File: src/design/vertex_job_macros.svh
// widths and geometry shared by every block; the line size must equal vertices per line times the word size
`ifndef VERTEX_JOB_MACROS_SVH
`define VERTEX_JOB_MACROS_SVH

////////////////////////////////////////
// address and word widths
////////////////////////////////////////

`define VJ_ADDR_W 32
`define VJ_VERTEX_W 32

// vertex counts and vertex ids
`define VJ_COUNT_W 16

////////////////////////////////////////
// cache line geometry
////////////////////////////////////////

`define VJ_LINE_BYTES 64
`define VJ_LINE_VERTICES 16
`define VJ_LINE_W 512

////////////////////////////////////////
// job queue
////////////////////////////////////////

// must hold at least one full line of jobs
`define VJ_JOB_DEPTH 32

`endif
File: src/design/vertex_job_pkg.sv
// command, data and job structs lead with a valid bit; line word 0 sits in the least significant bits
`include "vertex_job_macros.svh"

package vertex_job_pkg;

	////////////////////////////////////////
	// array selector
	////////////////////////////////////////

	// tags commands and returned lines
	typedef enum logic {
		arr_out_degree = 1'b0,
		arr_edges_idx  = 1'b1
	} array_sel_e;

	////////////////////////////////////////
	// bus payloads
	////////////////////////////////////////

	// job descriptor sent as a one-cycle strobe
	typedef struct packed {
		logic                     valid;
		logic [`VJ_COUNT_W-1:0]   num_vertices;
		logic [`VJ_ADDR_W-1:0]    out_degree_base;
		logic [`VJ_ADDR_W-1:0]    edges_idx_base;
	} job_desc_t;

	// one line read command
	typedef struct packed {
		logic                     valid;
		array_sel_e               array_sel;
		logic [`VJ_ADDR_W-1:0]    address;
		logic [`VJ_COUNT_W-1:0]   count;
	} read_cmd_t;

	// one returned line echoing the command tag and count
	typedef struct packed {
		logic                     valid;
		array_sel_e               array_sel;
		logic [`VJ_COUNT_W-1:0]   count;
		logic [`VJ_LINE_W-1:0]    line;
	} read_data_t;

	// one unpacked vertex
	typedef struct packed {
		logic [`VJ_COUNT_W-1:0]   id;
		logic [`VJ_VERTEX_W-1:0]  out_degree;
		logic [`VJ_VERTEX_W-1:0]  edges_idx;
	} vertex_job_t;

endpackage

File: src/design/vertex_job_control.sv
// one job at a time; read_cmd has no back-pressure and read_data must answer every command once
`timescale 1ns/100ps
`include "vertex_job_macros.svh"

module vertex_job_control import vertex_job_pkg::*; (
	input  logic        clock,
	input  logic        rstn,
	input  job_desc_t   job,
	output read_cmd_t   read_cmd,
	input  read_data_t  read_data,
	input  logic        vertex_request,
	output vertex_job_t vertex,
	output logic        vertex_valid,
	output logic        busy
);

	logic        job_start;
	logic        line_done;
	logic        room;
	vertex_job_t push;
	logic        push_valid;

	////////////////////////////////////////
	// input side
	////////////////////////////////////////

	vertex_read_sequencer i_vertex_read_sequencer (
		.clock     (clock),
		.rstn      (rstn),
		.job       (job),
		.room      (room),
		.line_done (line_done),
		.read_cmd  (read_cmd),
		.job_start (job_start),
		.busy      (busy)
	);

	// line to vertex jobs
	vertex_line_unpacker i_vertex_line_unpacker (
		.clock      (clock),
		.rstn       (rstn),
		.job_start  (job_start),
		.read_data  (read_data),
		.push       (push),
		.push_valid (push_valid),
		.line_done  (line_done)
	);

	////////////////////////////////////////
	// output side
	////////////////////////////////////////

	vertex_job_fifo #(
		.DEPTH (`VJ_JOB_DEPTH)
	) i_vertex_job_fifo (
		.clock      (clock),
		.rstn       (rstn),
		.push       (push),
		.push_valid (push_valid),
		.pop        (vertex_request),
		.head       (vertex),
		.head_valid (vertex_valid),
		.room       (room)
	);

endmodule

File: src/design/vertex_job_fifo.sv
// show-ahead queue; pops while empty are ignored and the writer must respect room
`timescale 1ns/100ps
`include "vertex_job_macros.svh"

module vertex_job_fifo import vertex_job_pkg::*; #(
	parameter int DEPTH = `VJ_JOB_DEPTH
) (
	input  logic        clock,
	input  logic        rstn,
	input  vertex_job_t push,
	input  logic        push_valid,
	input  logic        pop,
	output vertex_job_t head,
	output logic        head_valid,
	output logic        room
);

	localparam int PTR_W = (DEPTH > 1) ? $clog2(DEPTH) : 1;
	localparam int CNT_W = $clog2(DEPTH + 1);
	localparam logic [PTR_W-1:0] LAST = PTR_W'(DEPTH - 1);
	localparam logic [CNT_W-1:0] FULL_CNT = CNT_W'(DEPTH);
	localparam logic [CNT_W-1:0] LINE_CNT = CNT_W'(`VJ_LINE_VERTICES);

	vertex_job_t mem [DEPTH];

	logic [PTR_W-1:0] wr_ptr;
	logic [PTR_W-1:0] rd_ptr;
	logic [CNT_W-1:0] count;
	logic             do_pop;

	assign do_pop = pop && head_valid;

	// storage
	always_ff @(posedge clock) begin
		if (push_valid)
			mem[wr_ptr] <= push;
	end

	////////////////////////////////////////
	// pointers and occupancy
	////////////////////////////////////////

	always_ff @(posedge clock or negedge rstn) begin
		if (!rstn) begin
			wr_ptr <= '0;
			rd_ptr <= '0;
			count  <= '0;
		end else begin
			if (push_valid)
				wr_ptr <= (wr_ptr == LAST) ? '0 : wr_ptr + 1'b1;
			if (do_pop)
				rd_ptr <= (rd_ptr == LAST) ? '0 : rd_ptr + 1'b1;

			if (push_valid && !do_pop)
				count <= count + 1'b1;
			else if (!push_valid && do_pop)
				count <= count - 1'b1;
		end
	end

	// head straight from storage
	assign head       = mem[rd_ptr];
	assign head_valid = (count != '0);
	// a whole line of jobs still fits
	assign room       = (FULL_CNT - count) >= LINE_CNT;

	// room gating upstream keeps the queue from overflowing
	assert property (@(posedge clock) disable iff (!rstn)
		push_valid |-> count != FULL_CNT);

endmodule

File: src/design/vertex_line_unpacker.sv
// both lines of a chunk must carry the same count; a new chunk may only arrive after line_done
`timescale 1ns/100ps
`include "vertex_job_macros.svh"

module vertex_line_unpacker import vertex_job_pkg::*; (
	input  logic        clock,
	input  logic        rstn,
	input  logic        job_start,
	input  read_data_t  read_data,
	output vertex_job_t push,
	output logic        push_valid,
	output logic        line_done
);

	// line registers, one per array
	logic [`VJ_LINE_W-1:0] od_line;
	logic [`VJ_LINE_W-1:0] ei_line;

	// arrival flags
	logic od_ready;
	logic ei_ready;

	logic [`VJ_COUNT_W-1:0] left;
	logic [`VJ_COUNT_W-1:0] vertex_id;
	logic                   active;

	// both halves of the chunk present
	assign active = od_ready && ei_ready;

	////////////////////////////////////////
	// line capture and shift
	////////////////////////////////////////

	always_ff @(posedge clock) begin
		if (read_data.valid && read_data.array_sel == arr_out_degree)
			od_line <= read_data.line;
		else if (active)
			od_line <= od_line >> `VJ_VERTEX_W;

		if (read_data.valid && read_data.array_sel == arr_edges_idx)
			ei_line <= read_data.line;
		else if (active)
			ei_line <= ei_line >> `VJ_VERTEX_W;
	end

	////////////////////////////////////////
	// flags and counters
	////////////////////////////////////////

	always_ff @(posedge clock or negedge rstn) begin
		if (!rstn) begin
			od_ready <= 1'b0;
			ei_ready <= 1'b0;
			left     <= '0;
		end else begin
			// last word of the line clears both flags
			if (line_done) begin
				od_ready <= 1'b0;
				ei_ready <= 1'b0;
			end

			if (read_data.valid) begin
				left <= read_data.count;
				if (read_data.array_sel == arr_out_degree)
					od_ready <= 1'b1;
				else
					ei_ready <= 1'b1;
			end else if (active) begin
				left <= left - 1'b1;
			end
		end
	end

	// running id across the lines of a job
	always_ff @(posedge clock or negedge rstn) begin
		if (!rstn) begin
			vertex_id <= '0;
		end else if (job_start) begin
			vertex_id <= '0;
		end else if (active) begin
			vertex_id <= vertex_id + 1'b1;
		end
	end

	////////////////////////////////////////
	// outputs
	////////////////////////////////////////

	always_comb begin
		push.id         = vertex_id;
		push.out_degree = od_line[`VJ_VERTEX_W-1:0];
		push.edges_idx  = ei_line[`VJ_VERTEX_W-1:0];
	end

	assign push_valid = active;
	assign line_done  = active && (left == 1);

	// a second line for the same array before the chunk drains means a sequencer fault
	assert property (@(posedge clock) disable iff (!rstn)
		read_data.valid |->
			(read_data.array_sel == arr_out_degree) ? !od_ready : !ei_ready);

endmodule

File: src/design/vertex_read_sequencer.sv
// memory side must accept every command; jobs arriving while busy are dropped, not queued
`timescale 1ns/100ps
`include "vertex_job_macros.svh"

module vertex_read_sequencer import vertex_job_pkg::*; (
	input  logic      clock,
	input  logic      rstn,
	input  job_desc_t job,
	input  logic      room,
	input  logic      line_done,
	output read_cmd_t read_cmd,
	output logic      job_start,
	output logic      busy
);

	typedef enum logic [2:0] {
		st_idle,
		st_start,
		st_wait_room,
		st_send_od,
		st_send_ei,
		st_wait_line
	} state_t;

	localparam logic [`VJ_COUNT_W-1:0] LINE_VERTS = `VJ_LINE_VERTICES;
	localparam logic [`VJ_ADDR_W-1:0] LINE_BYTES = `VJ_LINE_BYTES;

	state_t state;
	state_t next_state;

	// latched job
	logic [`VJ_ADDR_W-1:0]  od_base;
	logic [`VJ_ADDR_W-1:0]  ei_base;
	logic [`VJ_COUNT_W-1:0] remaining;
	logic [`VJ_ADDR_W-1:0]  offset;
	logic [`VJ_COUNT_W-1:0] chunk_count;

	// short last line
	assign chunk_count = (remaining > LINE_VERTS) ? LINE_VERTS : remaining;

	////////////////////////////////////////
	// state machine
	////////////////////////////////////////

	always_comb begin
		next_state = state;
		case (state)
			st_idle: begin
				if (job.valid)
					next_state = st_start;
			end
			st_start: begin
				// empty job ends here
				if (remaining == '0)
					next_state = st_idle;
				else if (room)
					next_state = st_send_od;
				else
					next_state = st_wait_room;
			end
			st_wait_room: begin
				if (room)
					next_state = st_send_od;
			end
			st_send_od: begin
				next_state = st_send_ei;
			end
			st_send_ei: begin
				next_state = st_wait_line;
			end
			st_wait_line: begin
				// recheck room once the last push is counted
				if (line_done)
					next_state = (remaining == '0) ? st_idle : st_wait_room;
			end
			default: begin
				next_state = st_idle;
			end
		endcase
	end

	always_ff @(posedge clock or negedge rstn) begin
		if (!rstn) begin
			state <= st_idle;
		end else begin
			state <= next_state;
		end
	end

	////////////////////////////////////////
	// job tracking
	////////////////////////////////////////

	// array bases latched on accept
	always_ff @(posedge clock) begin
		if (state == st_idle && job.valid) begin
			od_base <= job.out_degree_base;
			ei_base <= job.edges_idx_base;
		end
	end

	always_ff @(posedge clock or negedge rstn) begin
		if (!rstn) begin
			remaining <= '0;
			offset    <= '0;
		end else if (state == st_idle && job.valid) begin
			remaining <= job.num_vertices;
			offset    <= '0;
		end else if (state == st_send_ei) begin
			// advance after the second command of the chunk
			remaining <= remaining - chunk_count;
			offset    <= offset + LINE_BYTES;
		end
	end

	////////////////////////////////////////
	// outputs
	////////////////////////////////////////

	always_comb begin
		read_cmd.valid     = (state == st_send_od) || (state == st_send_ei);
		read_cmd.array_sel = (state == st_send_ei) ? arr_edges_idx : arr_out_degree;
		read_cmd.address   = ((state == st_send_ei) ? ei_base : od_base) + offset;
		read_cmd.count     = chunk_count;
	end

	assign job_start = (state == st_start);
	assign busy      = (state != st_idle);

	// unpacker finishes a line only while one is outstanding
	assert property (@(posedge clock) disable iff (!rstn)
		line_done |-> state == st_wait_line);

endmodule

File: config.mk
export PLATFORM = sky130hd
export DESIGN_NAME = vertex_job_control
export DESIGN_NICKNAME = d
export VERILOG_FILES = /design/src/design/vertex_job_pkg.sv /design/src/design/vertex_job_control.sv /design/src/design/vertex_job_fifo.sv /design/src/design/vertex_line_unpacker.sv /design/src/design/vertex_read_sequencer.sv
export VERILOG_INCLUDE_DIRS = /design/src /design/src/design
export SDC_FILE = /design/constraint.sdc
export NUM_CORES = 2
export LEC_CHECK = 0
export ABC_CLOCK_PERIOD_IN_PS = 20900
export CAP_MARGIN = 20
export CORE_AREA = 5 5 503 505
export DETAILED_ROUTE_END_ITERATION = 7
export DIE_AREA = 0 0 508 510
export DONT_BUFFER_PORTS = 1
export HOLD_SLACK_MARGIN = 0.1
export PLACE_DENSITY = 0.75
export SLEW_MARGIN = 20
export SYNTH_ARGS = -nofsm -noshare
export SYNTH_HDL_FRONTEND = slang
export SYNTH_SLANG_ARGS = --single-unit
File: constraint.sdc
create_clock -name clock -period 20.9 [get_ports clock]
set_input_delay 0 -clock clock [delete_from_list [all_inputs] [get_ports clock]]
set_output_delay 0 -clock clock [all_outputs]
set_load 0.03 [all_outputs]
==> impl_results.md <==
* CP max stage cell: dfrtp_4
* TritonRoute pass-1 iters at 6
* Commonest non-fill, non-tap cell in the layout: edfxtp_1
* CP Cell Sequence: buf_4 > buf_4 > buf_4 > buf_6 > mux4_2 > mux4_2 > mux2_2
* Post-synth EDFFs at 3648
* Cells after Synth at 6745
* Setup violations, final at 0
* Largest net degree at the start of global routing at 179
* Critical path type: reg2out
* Post-Syn Area at 0.148 mm²
* Vias in the first global route at 86800
* CP max FO at 55
* Wirelength per Cell at 38.2 µm
* Final wirelength at 472000 µm
* Layout Nets at 9338
* Synth area leader: edfxtp_1
* First-pass GRT wire length at 647000 µm
* Syn. warnings at 0
* Mean post-synth cell area at 21.9 µm²
* Area grow syn2layout at 22.9%
* Clock Path Buffers at 4
* Die area at 0.259 mm²
* Vias per cell at 6.88
* Core area at 0.248 mm²
* H-tree depth at 5
* CP required at 20.90 ns
* Min setup slack post-route at 14.02 ns
* Delay of the slowest critical-path stage at 1.05 ns
* Unrepaired setup endpoints after global routing: no
* Hold Vio Cnt, Final at 0
* GP Congestion at 0.919
* Total negative slack at 0 ns
* Area fraction in compound gates after synthesis at 0.00786
* Power Density at 124 mW/mm²
* Worst EP arrival at 6.88 ns
* Crit share post-route at 0.329
* Adder-cell share of the synthesized area at 0.00377
* Die W at 508 µm
* XOR/XNOR share of the synthesized area at 0.00379
* Top cells by area, synth: edfxtp_1 74%, mux4_2 12%, mux2_2 7.9%
* Die Height at 510 µm
* Worst rel slew slack at 0.139
* Fin. max-slew vios at 0
* Crit end category: output pin
* Hold path cells at 3
* CTS tree: done
* Sequential area share after synthesis at 0.756
* Most frequent cell on the critical path: buf_4
* Placed inst area at 0.152 mm²
* Initial cell density of the core at 0.597
* Share of layout cells above drive strength 1 at 0.284
* LEAKAGE at 0.0623 µW
* Hold_buf cts at 1755
* Most frequent cells in the layout: 3648 x edfxtp_1, 1751 x dlygate4sd3_1, 1044 x mux2_2
* Crit start category: flop
* Synth unique cells at 62
* Pre-CTS setup slack at 14.55 ns
* Routed via count at 85000
* Post-DP HPWL at 218000 µm
* MaxCap Viol Count at 0
* I/O pin cnt at 746
* Worst clock skew at 0.0860 ns
* Worst reg-to-reg path cell count at 5
* Clock Latency Late Sink at 1.02 ns
* Worst hold path type: in2reg
* Share of Yosys cell area claimed by the top area cell type at 0.740
* Mux cell area share after synthesis at 0.202
* Drt drc at 0
* Reg2reg setup slack at 16.09 ns
* Main combinational cell family by area after synthesis: multiplexers
* FFs w/ async S/R, synth at 0.0254
* Congestion Overflow GR at 0
* Fmax at 145 MHz
* Top FF cell, synth: edfxtp_1
* Final Cell Area at 0.182 mm²
* Initial antenna violation count at 60
* Slew of the pin with the lowest slew margin at 1.29 ns
* GR Util All Layers at 0.353
* Clk sinks at 3743
* VDD IR max at 0.136 mV
* CTS Root Cell: clkbuf_16
* Post-CTS sizing at 0
* DRT iter0 DRCs at 14200
* Tmin final at 6.88 ns
* Port Buf Inserts at 0
* Synth Area in Simple Gates at 0.0156
* Postcts setup bufs at 0
* CTS clk-pin slew, worst paths at 0.07 ns
* CTS buffer count at 379
* FP Rows at 183
* DRT antenna net count at 0
* Yosys reg bits at 3743
* Total Power at 22500 µW
* Status: finished, final reports clean
-- synth_stat cells, drive strengths merged (43+ instances only) --
| library cell | number |
|---|---|
| and3 | 47 |
| buf | 105 |
| ha | 43 |
| o21ai | 68 |
| edfxtp | 3648 |
| clkbuf | 246 |
| mux2 | 1044 |
| mux4 | 800 |
| nand2 | 185 |
| dfrtp | 95 |
| nor2 | 81 |
-- per-stage QoR --
step	cells	hold WS, ns	util
floorplan	6756	-0.296	-
global placement	9863	-0.290	0.614
detailed placement	9863	-0.293	0.614
CTS	12300	0.106	0.732
global route	12300	0.106	0.733
finish	12400	0.143	0.734
-- registers in the layout, summed over array words and instances (netlist names) --
register / count
i_vertex_line_unpacker.od_line: 512
i_vertex_read_sequencer.ei_base: 32
i_vertex_line_unpacker.ei_ready: 1
i_vertex_read_sequencer.od_base: 32
i_vertex_read_sequencer.offset: 26
i_vertex_job_fifo.wr_ptr: 5
i_vertex_line_unpacker.vertex_id: 16
i_vertex_job_fifo.count: 6
i_vertex_line_unpacker.left: 16
i_vertex_read_sequencer.state: 3
i_vertex_line_unpacker.od_ready: 1
i_vertex_job_fifo.mem: 2560
i_vertex_job_fifo.rd_ptr: 5
i_vertex_line_unpacker.ei_line: 512
i_vertex_read_sequencer.remaining: 16
-- cell families after synthesis --
group,count (synthesis)
flops,3743
mux,1853
simple gates,481
buf+inv,371
compound gates,187
xor+xnor,64
fa+ha+maj,44
other cells,2
-- per-layer routing --
layer  vias to the layer above  track usage  wire [µm]
met5                         -            0        147
met4                        24        0.220      41200
met3                      2119       0.0742      55900
met2                      8028        0.568     225000
met1                     42900        0.446     150000
li1                      31900            -          -
-- report_power, final --
group	internal, µW	switching, µW
sequential	9530	661
combinational	2320	3280
clock	3740	2970
total	15600	6910
-- worst paths after layout --
path / from / endpoint
hold reg to reg: i_vertex_line_unpacker.ei_ready$_DFF_PN0_ / i_vertex_line_unpacker.ei_ready$_DFF_PN0_
min in group asynchronous: rstn / i_vertex_line_unpacker.left[15]$_DFFE_PN0P_
setup / recovery: i_vertex_job_fifo.rd_ptr[0]$_DFFE_PN0P_ / vertex[52]
setup reg to reg: i_vertex_line_unpacker.od_ready$_DFF_PN0_ / i_vertex_line_unpacker.ei_line[81]$_DFFE_PP_
max in group asynchronous: rstn / i_vertex_line_unpacker.vertex_id[9]$_DFFE_PN0P_
hold / removal: vertex_request / i_vertex_job_fifo.rd_ptr[4]$_DFFE_PN0P_
-- critical path: cells and delay by family (launching register included) --
family	cells	cell delay [ns]
multiplexers	3	1.55
flip-flops	1	1.05
buffers and inverters	4	3.10
-- area by class of cell --
| cell class | count | area, µm² |
|---|---|---|
| diodes | 67 | 168 |
| clock buffers | 459 | 9880 |
| clock inverters | 210 | 1840 |
| flip-flops and latches | 3743 | 112000 |
| multi-input cells | 2642 | 34800 |
| fillers | 12700 | 66000 |
| repair buffers | 1894 | 18900 |
| well taps | 3330 | 4170 |
| inverters | 20 | 75.1 |
Note: power is estimated with default switching activity, not from simulation.
